`src/common/core_pkg.sv`:
```
// core_pkg: shared widths, types and RV32I encodings for the pipeline
`default_nettype none

package core_pkg;

    localparam int XLEN       = 32;
    localparam int REG_ADDR_W = 5;
    localparam int NUM_REGS   = 32;

    typedef logic [XLEN-1:0]       word_t;
    typedef logic [REG_ADDR_W-1:0] reg_addr_t;

    // first fetch address
    localparam word_t RESET_PC = 32'h0000_0000;

    // --------------------------------------------------
    // major opcodes kept by this core
    // --------------------------------------------------
    typedef enum logic [6:0] {
        OPC_OP     = 7'b0110011,
        OPC_OP_IMM = 7'b0010011,
        OPC_LUI    = 7'b0110111,
        OPC_BRANCH = 7'b1100011,
        OPC_JAL    = 7'b1101111
    } opcode_e;

    typedef enum logic [2:0] {
        ALU_ADD,
        ALU_SUB,
        ALU_AND,
        ALU_OR,
        ALU_XOR,
        ALU_PASS_B
    } alu_op_e;

    // funct3 codes
    localparam logic [2:0] F3_ADD_SUB = 3'b000;
    localparam logic [2:0] F3_XOR     = 3'b100;
    localparam logic [2:0] F3_OR      = 3'b110;
    localparam logic [2:0] F3_AND     = 3'b111;
    localparam logic [2:0] F3_BEQ     = 3'b000;
    localparam logic [2:0] F3_BNE     = 3'b001;

    // funct7 of SUB
    localparam logic [6:0] F7_SUB = 7'b0100000;

endpackage

`default_nettype wire

```
`src/fetch/fetch_unit.sv`:
```
// fetch_unit: program counter and one-deep instruction request/response handshake
`timescale 1ns/100ps
`default_nettype none

module fetch_unit import core_pkg::*; (
    input  wire logic  i_clk,
    input  wire logic  i_rst_n,
    input  wire logic  i_exec,
    input  wire logic  i_imem_req_ready,
    input  wire logic  i_imem_rsp_valid,
    input  wire word_t i_imem_rsp_data,
    input  wire logic  i_redirect_valid,
    input  wire word_t i_redirect_pc,
    output logic       o_imem_req_valid,
    output word_t      o_imem_addr,
    output logic       o_fetch_valid,
    output word_t      o_fetch_inst,
    output word_t      o_fetch_pc
);

    typedef enum logic [1:0] {
        FETCH_IDLE,
        FETCH_REQ,
        FETCH_WAIT
    } fetch_state_e;

    fetch_state_e state_q;
    // address of the pending or next request
    word_t        pc_q;
    // address of the request in flight, also the debug pc
    word_t        req_pc_q;
    word_t        tgt_q;
    logic         drop_q;
    logic         rsp_beat;

    assign rsp_beat         = (state_q == FETCH_WAIT) && i_imem_rsp_valid;
    assign o_imem_req_valid = (state_q == FETCH_REQ);
    assign o_imem_addr      = pc_q;

    // response goes straight into the decode register
    assign o_fetch_valid = rsp_beat && !drop_q;
    assign o_fetch_inst  = i_imem_rsp_data;
    assign o_fetch_pc    = req_pc_q;

    // --------------------------------------------------
    // request FSM
    // --------------------------------------------------
    always_ff @(posedge i_clk) begin
        if (!i_rst_n) begin
            state_q  <= FETCH_IDLE;
            pc_q     <= RESET_PC;
            req_pc_q <= RESET_PC;
            drop_q   <= 1'b0;
        end else begin
            case (state_q)
                FETCH_IDLE: begin
                    if (i_exec) begin
                        state_q <= FETCH_REQ;
                    end
                end
                FETCH_REQ: begin
                    // address holds until the memory takes it
                    if (i_imem_req_ready) begin
                        state_q  <= FETCH_WAIT;
                        req_pc_q <= pc_q;
                    end
                end
                FETCH_WAIT: begin
                    if (i_imem_rsp_valid) begin
                        state_q <= FETCH_REQ;
                        if (i_redirect_valid) begin
                            pc_q <= i_redirect_pc;
                        end else if (drop_q) begin
                            pc_q <= tgt_q;
                        end else begin
                            pc_q <= req_pc_q + 32'd4;
                        end
                    end
                end
                default: begin
                    state_q <= FETCH_IDLE;
                end
            endcase

            // stale response after a redirect
            if (rsp_beat) begin
                drop_q <= 1'b0;
            end else if (i_redirect_valid) begin
                drop_q <= 1'b1;
            end
        end
    end

    // redirect target, used once the stale response is gone
    always_ff @(posedge i_clk) begin
        if (i_redirect_valid) begin
            tgt_q <= i_redirect_pc;
        end
    end

    a_req_hold: assert property (@(posedge i_clk) disable iff (!i_rst_n)
        o_imem_req_valid && !i_imem_req_ready |=> o_imem_req_valid && $stable(o_imem_addr));

endmodule

`default_nettype wire

```
`src/decode/decode_stage.sv`:
```
// decode stage that splits fields, builds the immediate and alu op, and registers them
`timescale 1ns/100ps
`default_nettype none

module decode_stage import core_pkg::*; (
    input  wire logic  i_clk,
    input  wire logic  i_rst_n,
    input  wire logic  i_fetch_valid,
    input  wire word_t i_fetch_inst,
    input  wire word_t i_fetch_pc,
    input  wire word_t i_rs1_data,
    input  wire word_t i_rs2_data,
    input  wire logic  i_redirect_valid,
    output reg_addr_t  o_rs1_addr,
    output reg_addr_t  o_rs2_addr,
    output logic       o_dec_valid,
    output word_t      o_dec_pc,
    output word_t      o_dec_imm,
    output word_t      o_dec_rs1_val,
    output word_t      o_dec_rs2_val,
    output reg_addr_t  o_dec_rs1,
    output reg_addr_t  o_dec_rs2,
    output reg_addr_t  o_dec_rd,
    output alu_op_e    o_dec_alu_op,
    output logic       o_dec_use_imm,
    output logic       o_dec_wr_en,
    output logic       o_dec_branch,
    output logic       o_dec_branch_ne,
    output logic       o_dec_jal
);

    opcode_e    opc;
    logic [2:0] funct3;
    logic [6:0] funct7;
    reg_addr_t  rd;
    word_t      imm;
    alu_op_e    alu_op;
    alu_op_e    f3_op;
    logic       f3_ok;
    logic       use_imm;
    logic       wr_en;
    logic       branch;
    logic       branch_ne;
    logic       jal;

    assign opc        = opcode_e'(i_fetch_inst[6:0]);
    assign rd         = i_fetch_inst[11:7];
    assign funct3     = i_fetch_inst[14:12];
    assign funct7     = i_fetch_inst[31:25];
    assign o_rs1_addr = i_fetch_inst[19:15];
    assign o_rs2_addr = i_fetch_inst[24:20];

    // funct3 to alu op for register and immediate forms
    always_comb begin
        f3_op = ALU_ADD;
        f3_ok = 1'b1;
        case (funct3)
            F3_ADD_SUB: f3_op = (opc == OPC_OP && funct7 == F7_SUB) ? ALU_SUB : ALU_ADD;
            F3_XOR:     f3_op = ALU_XOR;
            F3_OR:      f3_op = ALU_OR;
            F3_AND:     f3_op = ALU_AND;
            default:    f3_ok = 1'b0;
        endcase
    end

    always_comb begin
        alu_op    = f3_op;
        imm       = {{20{i_fetch_inst[31]}}, i_fetch_inst[31:20]};
        use_imm   = 1'b0;
        wr_en     = 1'b0;
        branch    = 1'b0;
        branch_ne = 1'b0;
        jal       = 1'b0;
        case (opc)
            OPC_OP: begin
                // other funct7 values are not RV32I and run as no-ops
                wr_en = f3_ok && (funct7 == '0 || (funct3 == F3_ADD_SUB && funct7 == F7_SUB));
            end
            OPC_OP_IMM: begin
                wr_en   = f3_ok;
                use_imm = 1'b1;
            end
            OPC_LUI: begin
                imm     = {i_fetch_inst[31:12], 12'h000};
                alu_op  = ALU_PASS_B;
                use_imm = 1'b1;
                wr_en   = 1'b1;
            end
            OPC_BRANCH: begin
                imm       = {{19{i_fetch_inst[31]}}, i_fetch_inst[31], i_fetch_inst[7],
                             i_fetch_inst[30:25], i_fetch_inst[11:8], 1'b0};
                branch    = (funct3 == F3_BEQ) || (funct3 == F3_BNE);
                branch_ne = (funct3 == F3_BNE);
            end
            OPC_JAL: begin
                imm   = {{11{i_fetch_inst[31]}}, i_fetch_inst[31], i_fetch_inst[19:12],
                         i_fetch_inst[20], i_fetch_inst[30:21], 1'b0};
                wr_en = 1'b1;
                jal   = 1'b1;
            end
            // anything else runs as a no-op
            default: begin
                wr_en = 1'b0;
            end
        endcase
    end

    // --------------------------------------------------
    // decode register
    // --------------------------------------------------
    always_ff @(posedge i_clk) begin
        if (!i_rst_n) begin
            o_dec_valid <= 1'b0;
        end else begin
            o_dec_valid <= i_fetch_valid && !i_redirect_valid;
        end
    end

    always_ff @(posedge i_clk) begin
        o_dec_pc        <= i_fetch_pc;
        o_dec_imm       <= imm;
        o_dec_rs1_val   <= i_rs1_data;
        o_dec_rs2_val   <= i_rs2_data;
        o_dec_rs1       <= o_rs1_addr;
        o_dec_rs2       <= o_rs2_addr;
        o_dec_rd        <= rd;
        o_dec_alu_op    <= alu_op;
        o_dec_use_imm   <= use_imm;
        // x0 is never a write target
        o_dec_wr_en     <= wr_en && (rd != '0);
        o_dec_branch    <= branch;
        o_dec_branch_ne <= branch_ne;
        o_dec_jal       <= jal;
    end

endmodule

`default_nettype wire

```
`src/execute/execute_stage.sv`:
```
// execute_stage: forwarding, alu, branch and jump resolution, writeback register
`timescale 1ns/100ps
`default_nettype none

module execute_stage import core_pkg::*; (
    input  wire logic      i_clk,
    input  wire logic      i_rst_n,
    input  wire logic      i_dec_valid,
    input  wire word_t     i_dec_pc,
    input  wire word_t     i_dec_imm,
    input  wire word_t     i_dec_rs1_val,
    input  wire word_t     i_dec_rs2_val,
    input  wire reg_addr_t i_dec_rs1,
    input  wire reg_addr_t i_dec_rs2,
    input  wire reg_addr_t i_dec_rd,
    input  wire alu_op_e   i_dec_alu_op,
    input  wire logic      i_dec_use_imm,
    input  wire logic      i_dec_wr_en,
    input  wire logic      i_dec_branch,
    input  wire logic      i_dec_branch_ne,
    input  wire logic      i_dec_jal,
    output logic           o_wb_valid,
    output reg_addr_t      o_wb_rd,
    output word_t          o_wb_data,
    output logic           o_redirect_valid,
    output word_t          o_redirect_pc
);

    word_t op_a;
    word_t op_b;
    word_t alu_b;
    word_t alu_res;
    word_t rd_val;
    logic  src_eq;
    logic  taken;

    // --------------------------------------------------
    // operands, previous result wins over a stale read
    // --------------------------------------------------
    assign op_a  = (o_wb_valid && o_wb_rd == i_dec_rs1) ? o_wb_data : i_dec_rs1_val;
    assign op_b  = (o_wb_valid && o_wb_rd == i_dec_rs2) ? o_wb_data : i_dec_rs2_val;
    assign alu_b = i_dec_use_imm ? i_dec_imm : op_b;

    always_comb begin
        case (i_dec_alu_op)
            ALU_ADD:    alu_res = op_a + alu_b;
            ALU_SUB:    alu_res = op_a - alu_b;
            ALU_AND:    alu_res = op_a & alu_b;
            ALU_OR:     alu_res = op_a | alu_b;
            ALU_XOR:    alu_res = op_a ^ alu_b;
            ALU_PASS_B: alu_res = alu_b;
            default:    alu_res = alu_b;
        endcase
    end

    // link value for jal
    assign rd_val = i_dec_jal ? i_dec_pc + 32'd4 : alu_res;

    // beq and bne share the compare
    assign src_eq = (op_a == op_b);
    assign taken  = i_dec_valid && (i_dec_jal || (i_dec_branch && (src_eq != i_dec_branch_ne)));

    // --------------------------------------------------
    // writeback and redirect registers
    // --------------------------------------------------
    always_ff @(posedge i_clk) begin
        if (!i_rst_n) begin
            o_wb_valid       <= 1'b0;
            o_redirect_valid <= 1'b0;
        end else begin
            o_wb_valid       <= i_dec_valid && i_dec_wr_en;
            o_redirect_valid <= taken;
        end
    end

    always_ff @(posedge i_clk) begin
        o_wb_rd       <= i_dec_rd;
        o_wb_data     <= rd_val;
        o_redirect_pc <= i_dec_pc + i_dec_imm;
    end

    // fetch spacing keeps wrong-path work out of the cycle after a redirect
    a_redirect_single: assert property (@(posedge i_clk) disable iff (!i_rst_n)
        o_redirect_valid |=> !o_redirect_valid);

endmodule

`default_nettype wire

```
`src/design/reg_file.sv`:
```
// reg_file: 32 x 32 register file with write bypass and a debug read port
`timescale 1ns/100ps
`default_nettype none

module reg_file import core_pkg::*; (
    input  wire logic      i_clk,
    input  wire logic      i_rst_n,
    input  wire logic      i_wr_en,
    input  wire reg_addr_t i_wr_addr,
    input  wire word_t     i_wr_data,
    input  wire reg_addr_t i_rd_addr1,
    input  wire reg_addr_t i_rd_addr2,
    input  wire reg_addr_t i_dbg_addr,
    output word_t          o_rd_data1,
    output word_t          o_rd_data2,
    output word_t          o_dbg_data
);

    word_t regs_q [NUM_REGS];

    always_ff @(posedge i_clk) begin
        if (!i_rst_n) begin
            for (int i = 0; i < NUM_REGS; i++) begin
                regs_q[i] <= '0;
            end
        end else if (i_wr_en && i_wr_addr != '0) begin
            regs_q[i_wr_addr] <= i_wr_data;
        end
    end

    // x0 reads zero, the register being written reads its new value
    function automatic word_t read_port(reg_addr_t addr);
        if (addr == '0) begin
            return '0;
        end
        if (i_wr_en && addr == i_wr_addr) begin
            return i_wr_data;
        end
        return regs_q[addr];
    endfunction

    always_comb begin
        o_rd_data1 = read_port(i_rd_addr1);
        o_rd_data2 = read_port(i_rd_addr2);
        o_dbg_data = read_port(i_dbg_addr);
    end

    // decode drops rd of zero before it gets here
    a_no_x0_write: assert property (@(posedge i_clk) disable iff (!i_rst_n)
        i_wr_en |-> i_wr_addr != '0);

endmodule

`default_nettype wire

```
`src/design/core.sv`:
```
// core: RV32I integer pipeline top level with fetch, decode, execute and registers
`timescale 1ns/100ps
`default_nettype none

module core import core_pkg::*; (
    input  wire logic      i_clk,
    input  wire logic      i_rst_n,
    input  wire logic      i_exec,

    // instruction request and response
    output logic           o_imem_req_valid,
    output word_t          o_imem_addr,
    input  wire logic      i_imem_req_ready,
    input  wire logic      i_imem_rsp_valid,
    input  wire word_t     i_imem_rsp_data,

    // debug
    input  wire reg_addr_t i_dbg_addr,
    output word_t          o_dbg_data,
    output word_t          o_pc
);

    // fetch to decode
    logic      fetch_valid;
    word_t     fetch_inst;
    word_t     fetch_pc;

    // register read
    reg_addr_t rs1_addr;
    reg_addr_t rs2_addr;
    word_t     rs1_data;
    word_t     rs2_data;

    // decode to execute
    logic      dec_valid;
    word_t     dec_pc;
    word_t     dec_imm;
    word_t     dec_rs1_val;
    word_t     dec_rs2_val;
    reg_addr_t dec_rs1;
    reg_addr_t dec_rs2;
    reg_addr_t dec_rd;
    alu_op_e   dec_alu_op;
    logic      dec_use_imm;
    logic      dec_wr_en;
    logic      dec_branch;
    logic      dec_branch_ne;
    logic      dec_jal;

    // writeback and redirect
    logic      wb_valid;
    reg_addr_t wb_rd;
    word_t     wb_data;
    logic      redirect_valid;
    word_t     redirect_pc;

    // pc of the last accepted request
    assign o_pc = fetch_pc;

    fetch_unit u_fetch (
        .i_clk            (i_clk),
        .i_rst_n          (i_rst_n),
        .i_exec           (i_exec),
        .i_imem_req_ready (i_imem_req_ready),
        .i_imem_rsp_valid (i_imem_rsp_valid),
        .i_imem_rsp_data  (i_imem_rsp_data),
        .i_redirect_valid (redirect_valid),
        .i_redirect_pc    (redirect_pc),
        .o_imem_req_valid (o_imem_req_valid),
        .o_imem_addr      (o_imem_addr),
        .o_fetch_valid    (fetch_valid),
        .o_fetch_inst     (fetch_inst),
        .o_fetch_pc       (fetch_pc)
    );

    decode_stage u_decode (
        .i_clk            (i_clk),
        .i_rst_n          (i_rst_n),
        .i_fetch_valid    (fetch_valid),
        .i_fetch_inst     (fetch_inst),
        .i_fetch_pc       (fetch_pc),
        .i_rs1_data       (rs1_data),
        .i_rs2_data       (rs2_data),
        .i_redirect_valid (redirect_valid),
        .o_rs1_addr       (rs1_addr),
        .o_rs2_addr       (rs2_addr),
        .o_dec_valid      (dec_valid),
        .o_dec_pc         (dec_pc),
        .o_dec_imm        (dec_imm),
        .o_dec_rs1_val    (dec_rs1_val),
        .o_dec_rs2_val    (dec_rs2_val),
        .o_dec_rs1        (dec_rs1),
        .o_dec_rs2        (dec_rs2),
        .o_dec_rd         (dec_rd),
        .o_dec_alu_op     (dec_alu_op),
        .o_dec_use_imm    (dec_use_imm),
        .o_dec_wr_en      (dec_wr_en),
        .o_dec_branch     (dec_branch),
        .o_dec_branch_ne  (dec_branch_ne),
        .o_dec_jal        (dec_jal)
    );

    execute_stage u_execute (
        .i_clk            (i_clk),
        .i_rst_n          (i_rst_n),
        .i_dec_valid      (dec_valid),
        .i_dec_pc         (dec_pc),
        .i_dec_imm        (dec_imm),
        .i_dec_rs1_val    (dec_rs1_val),
        .i_dec_rs2_val    (dec_rs2_val),
        .i_dec_rs1        (dec_rs1),
        .i_dec_rs2        (dec_rs2),
        .i_dec_rd         (dec_rd),
        .i_dec_alu_op     (dec_alu_op),
        .i_dec_use_imm    (dec_use_imm),
        .i_dec_wr_en      (dec_wr_en),
        .i_dec_branch     (dec_branch),
        .i_dec_branch_ne  (dec_branch_ne),
        .i_dec_jal        (dec_jal),
        .o_wb_valid       (wb_valid),
        .o_wb_rd          (wb_rd),
        .o_wb_data        (wb_data),
        .o_redirect_valid (redirect_valid),
        .o_redirect_pc    (redirect_pc)
    );

    reg_file u_reg_file (
        .i_clk      (i_clk),
        .i_rst_n    (i_rst_n),
        .i_wr_en    (wb_valid),
        .i_wr_addr  (wb_rd),
        .i_wr_data  (wb_data),
        .i_rd_addr1 (rs1_addr),
        .i_rd_addr2 (rs2_addr),
        .i_dbg_addr (i_dbg_addr),
        .o_rd_data1 (rs1_data),
        .o_rd_data2 (rs2_data),
        .o_dbg_data (o_dbg_data)
    );

endmodule

`default_nettype wire

```
`config.mk`:
```
export PLATFORM = sky130hd
export DESIGN_NAME = core
export DESIGN_NICKNAME = d
export VERILOG_FILES = /design/src/common/core_pkg.sv /design/src/fetch/fetch_unit.sv /design/src/decode/decode_stage.sv /design/src/execute/execute_stage.sv /design/src/design/reg_file.sv /design/src/design/core.sv
export SDC_FILE = /design/constraint.sdc
export NUM_CORES = 2
export LEC_CHECK = 0
export BUFFER_PORTS_ARGS = -buffer_cell sky130_fd_sc_hd__buf_2
export CAP_MARGIN = 20
export CORE_MARGIN = 4
export CORE_UTILIZATION = 35
export CTS_CLUSTER_DIAMETER = 60
export DETAILED_ROUTE_END_ITERATION = 8
export GPL_TIMING_DRIVEN = 1
export PLACE_DENSITY = 0.58
export SETUP_SLACK_MARGIN = 0.02
export SLEW_MARGIN = 20
export SYNTH_ARGS = -nofsm -noshare
export SYNTH_HDL_FRONTEND = slang
export SYNTH_SLANG_ARGS = --single-unit
```
`constraint.sdc`:
```
create_clock -name i_clk -period 12.1 [get_ports i_clk]
set_input_delay 2.42 -clock i_clk [delete_from_list [all_inputs] [get_ports i_clk]]
set_output_delay 2.42 -clock i_clk [all_outputs]
set_load 0.02 [all_outputs]
```
### Word level (Yosys, flattened, before mapping)

Memories as Yosys holds them, arrays and structs flattened.
Index checks and enable logic that the tools add are counted.

* memories: 1
* output and inout port bits: 97
* bits in writable memories: 1024
* register bits after elaboration: 322

* eq/ne operators: 26
* add/subtract/negate cells: 5
* multiplexer cells: 46
* reductions and logical operators: 38
* bitwise logic cells: 4

Memory list
* u_reg_file.regs_q: words 32, width 32, rd ports 3, clocked after memory_dff 0, write ports 32, RTL line reg_file.sv:19 `word_t regs_q [NUM_REGS];`

Operators with widths (count)
* 32-bit 2-to-1 mux: 19
* 32-bit one-hot mux with 5 select lines: 1
* 31-bit one-hot mux with 3 select lines: 1
* 32-bit by 3-bit adder with 32-bit output (second input constant): 2
* 32-bit adder: 2
* 32-bit AND: 1
* 32-bit == test: 1
* 32-bit bitwise OR: 1
* 32-bit OR reduction: 1
* 32-bit subtractor: 1
* 32-bit XOR: 1
* 5-bit == test: 5
* 7-bit by 6-bit == test with 1-bit output (second input constant): 3
* 1-bit 2-to-1 mux: 18
* 1-bit logical AND: 16
* 5-bit zero test: 3
* 7-bit == test (second input constant): 2
* 3-bit == test (second input constant): 4
* 3-bit one-hot mux with 4 select lines: 1
* 5-bit nonzero test: 2
* 7-bit by 5-bit == test with 1-bit output (second input constant): 1
* 7-bit zero test: 1
* 3-bit by 1-bit == test with 1-bit output (second input constant): 2
* 3-bit by 2-bit == test with 1-bit output (second input constant): 2
* other kinds (18): 28

### Logic depth before layout (Yosys ltp)

* depth after elaboration: 8
* depth in mapped cells: 29
* gate-level depth less buffers: 24

### By module

Synthesis repeated with hierarchy kept, for this count alone.

* cells, all modules: 6901
* area total of the unflattened synthesis: 83168.5 µm²

Modules (own cells, without submodules)
* reg_file: area each 63669.8 µm², cells each 4615, seq. area each 30749.5 µm², instances 1
* execute_stage: area each 11010.6 µm², cells each 1506, seq. area each 1421.4 µm², instances 1
* fetch_unit: area each 4859.7 µm², cells each 537, seq. area each 2302.2 µm², instances 1
* decode_stage: area each 3628.5 µm², cells each 243, seq. area each 3042.9 µm², instances 1

### Worst setup path before layout

Ideal clock, no wire load.

* kind: input port to output port
* from: input port i_dbg_addr[0]
* to: output port o_dbg_data[19]
* data arrival time: 5.170 ns
* stages: 9
* buffers on the path: 4
* slack: 4.510 ns
* data required time: 9.680 ns
* cell sequence: clkbuf_1 -> clkbuf_1 -> buf_1 -> buf_1 -> mux4_2 -> mux2i_1 -> a21oi_1 -> mux2i_1 -> a211oi_1

* longest elaborated chain between the ends: 6
* elaborated cells between the ends (all ways): 10
* those cells by class: eq/ne (1); mux (6); reduce/logical (2); memory (1)

Ends and longest elaborated chain
* from (decl): RTL line core.sv:18 `input wire reg_addr_t i_dbg_addr,`
* branches (longest 5 deep; another with memory read 32 x 32 bit)
* 32-bit 2-to-1 mux (*): RTL line reg_file.sv:36 `if (i_wr_en && addr == i_wr_addr) begin`
* to (decl): RTL line core.sv:19 `output word_t o_dbg_data,`

Every way passes the cells marked *. The select of a mux whose other input is x is not followed.

### Worst setup path in the final report

* from: input port i_dbg_addr[0]
* to: output port o_dbg_data[6]

The elaborated chain is that of the path after synthesis.

==> summary.txt <==
CTS tree: done
Starting Density: 35.2%
final worst path period share: 72.5%
Synth Area in XOR/XNOR: 2.10%
initial antenna violation count: 47
die height: 492 microns
register-to-register setup slack: 4.49 ns
Routed Antenna Nets: 0
Period minus WS final: 8.77 ns
Hold WC Path Type: reg2reg
run status: finished, final reports clean
DRC Markers: 0
Core ar.: 233000 sq um
largest cells by area after synthesis: edfxtp_1 (39%), mux4_2 (18%), and2_1 (7.7%)
DRT Pass-1 Iters: 7
slew margin rel.: 18.4%
Setup CP Type: in2out
clock latency on the worst-skew pair: 0.84 ns
area fraction in compound gates after synthesis: 9.45%
RSZ-0062 raised after global routing: no
num ports: 139
clock skew: 0.0301 ns
max-slew violations: 0
filler cell count: 21700
flops & latches, synth: 1346
Post-Synthesis Cell Area: 81900 sq um
adder-cell share of the synthesized area: 2.04%
Simple-Gate Fraction of Synth Area: 12.3%
IO buf count: 138
Mapped Cells: 6663
R2R depth: 23
Final Hold Vio Count: 0
H-tree levels: 4
Overflow after GRT: 0
switching share of power: 31.9%
Critical Path RT: 9.68 ns
Worst EP arrival: 6.35 ns
placed wire-length estimate: 198 mm
Worst Max-Slew Pin Slew: 1.21 ns
first-pass GRT wire length: 466 mm
Root Driver: clkbuf_16
vias in the first global route: 59700
All-Layer GR Usage: 26.9%
Area Growth Syn to Fin: 12.1%
Post-synth EDFFs: 1056
largest net degree at the start of global routing: 127
hold path start: u_fetch.o_fetch_pc[1]$_SDFFE_PN0P_
Finished Core Util: 39.4%
Max VDD drop: 120 uV
nets: 6702
area share of the leading cell type in the synthesized netlist: 38.7%
die area: 242000 sq um
via count: 62700
largest family of logic cells by synthesized area: multiplexers
Hold Path Cell Cnt: 0
Synth area leader: edfxtp_1
Critical Path Source Type: input pin
ys async rst share: 0%
GPL Wtd Cong: 0.943
predominant post-synthesis flop cell: edfxtp_1
Seq/Total Area, Yosys: 45.8%
Reg power frac: 41.5%
sw power: 4.16 mW
Fmax achieved: 0.114 GHz
P_leak: 33.5 nW
per-cell routed wire length: 34.1 microns
post-cts sizing count: 0
Clk pin slew, worst setup/hold paths: 0.06 ns
setup TNS: 0 ns
aggregate routed wire length: 335 mm
syn avg cell area: 12.3 sq um
Final Non-Filler Cells: 9835
synth unique cells: 79
cell area power density: 142 nW/um^2
# rows: 177
Iter 0 DRT Violations: 9964
via/cell ratio: 6.37
internal power: 8.87 mW
CTS sink cnt: 1346
share of layout cells above drive strength 1: 21.6%
Critical R2R Launch: u_execute.o_wb_rd[2]$_DFF_P_
Ys Warns: 0
chip width: 492 microns
worst-path fanout max: 55
Worst Setup End Kind: output port
TritonCTS Buffers: 161
Post-CTS Hold Buffers: 0
Max Cap Viol: 0
Worst setup startpoint: i_dbg_addr[0]
dpl cells: 9495
Clk network pwr share: 37.6%
CTS Buffer Depth: 3
post-synthesis mux area share: 24.8%
Setup violations, final: 0
postcts setup bufs: 0
combinational share of power: 20.9%
## flip-flops by register name, summed over array words and instances, names as in the netlist, 2 cells and up
name / cells
u_decode.o_dec_alu_op: 3
u_decode.o_dec_imm: 32
u_decode.o_dec_pc: 32
u_decode.o_dec_rd: 5
u_decode.o_dec_rs1: 5
u_decode.o_dec_rs1_val: 32
u_decode.o_dec_rs2: 5
u_decode.o_dec_rs2_val: 32
u_execute.o_redirect_pc: 32
u_execute.o_wb_data: 32
u_execute.o_wb_rd: 5
u_fetch.o_fetch_pc: 32
u_fetch.o_imem_addr: 32
u_fetch.state_q: 2
u_fetch.tgt_q: 32
u_reg_file.regs_q: 1024
## power by group through the flow
stage	clock, mW	combinational, mW	sequential (mW)
6_report	4.90	2.72	5.40
4_1_cts	4.95	2.65	5.39
5_1_grt	5.14	2.84	5.41
2_1_floorplan	0	1.67	5.39
3_5_place_dp	0	2.64	5.48
3_3_place_gp	0	2.62	5.48
## cells by family (layout without fill, tap and decap cells)
logic type,Yosys count,in the layout
AOI/OAI and AO/OA,1218,1218
xor gates and xnor gates,195,195
adders and majority gates,132,132
buffers and inverters,751,723
DFF,1346,1346
muxes,1181,1181
other,1,69
and+or+nand+nor,1839,1839
## cells in the final DEF (no fill, tap or decap), drive strengths merged, types with 22 or more instances in the layout
master,count
edfxtp,1056
and2,1011
mux4,669
mux2i,414
o21ai,327
buf,323
nor2,312
a21oi,306
dfxtp,290
nand2,279
clkbuf,211
ha,130
a211oi,123
inv,117
xnor2,108
mux2,98
o211ai,96
xor2,87
a221oi,83
a22oi,69
clkinv,59
a21o,55
nand3,39
diode,37
o22ai,37
conb,32
nor2b,32
nand2b,27
nor3,22
## critical path: stages
cell and delay, ns:
buf_8 0.52, buf_4 0.85, mux4_2 0.61, nor2b_1 0.16
a211oi_1 0.29, a21oi_1 0.09, mux2i_1 0.79, a211oi_1 0.27
buf_2 0.24
## per-layer routing
layer / part of all wire [%] / up-vias / track usage [%] / wire, microns
met5: 0.013 / - / 0 / 45
li1: - / 25100 / - / -
met2: 43 / 5098 / 39.7 / 146000
met3: 14 / 995 / 8.01 / 46400
met4: 5.7 / 8 / 13.9 / 19100
met1: 37 / 31500 / 35.7 / 124000
## path summary, 6_finish.rpt
| path | end |
|---|---|
| setup / recovery | o_dbg_data[6] |
| hold / removal | u_decode.o_dec_pc[1]$_DFF_P_ |
| setup reg to reg | u_execute.o_wb_data[31]$_DFF_P_ |
| hold reg to reg | u_decode.o_dec_pc[1]$_DFF_P_ |
## cell usage after synthesis (all sizes together) (22+ instances only)
cell type / count
a221oi: 83
and2: 1011
o21ai: 327
a22oi: 69
mux4: 669
nor2: 312
nand3: 39
a21o: 55
ha: 130
dfxtp: 290
inv: 98
mux2: 98
nand2b: 27
xnor2: 108
nor3: 22
edfxtp: 1056
mux2i: 414
buf: 129
clkbuf: 524
a211oi: 123
o22ai: 37
nor2b: 32
xor2: 87
a21oi: 306
nand2: 279
o211ai: 96
## final cells by class
class	count	area, sq um	share of cell area [%]
repair buffers	324	2300	2.50
diodes	37	92.6	0.101
inverters	98	370	0.404
well taps	3132	3920	4.27
flip-flops and latches	1346	37500	40.9
multi-input cells	4597	42300	46.1
clock buffers	210	4350	4.74
clock inverters	91	933	1.02
## stage by stage
step / power, mW / setup slack [ns] / area [sq um] / hold WS [ns]
2_1_floorplan: 7.06 / 4.51 / 82000 / 0.310
3_3_place_gp: 8.10 / 3.53 / 86300 / 0.406
3_5_place_dp: 8.12 / 3.49 / 86400 / 0.406
4_1_cts: 13.0 / 3.47 / 91600 / 0.425
5_1_grt: 13.4 / 3.14 / 91700 / 0.432
6_report: 13.0 / 3.33 / 91700 / 0.413
No activity file was read; power rests on OpenSTA's default activity.
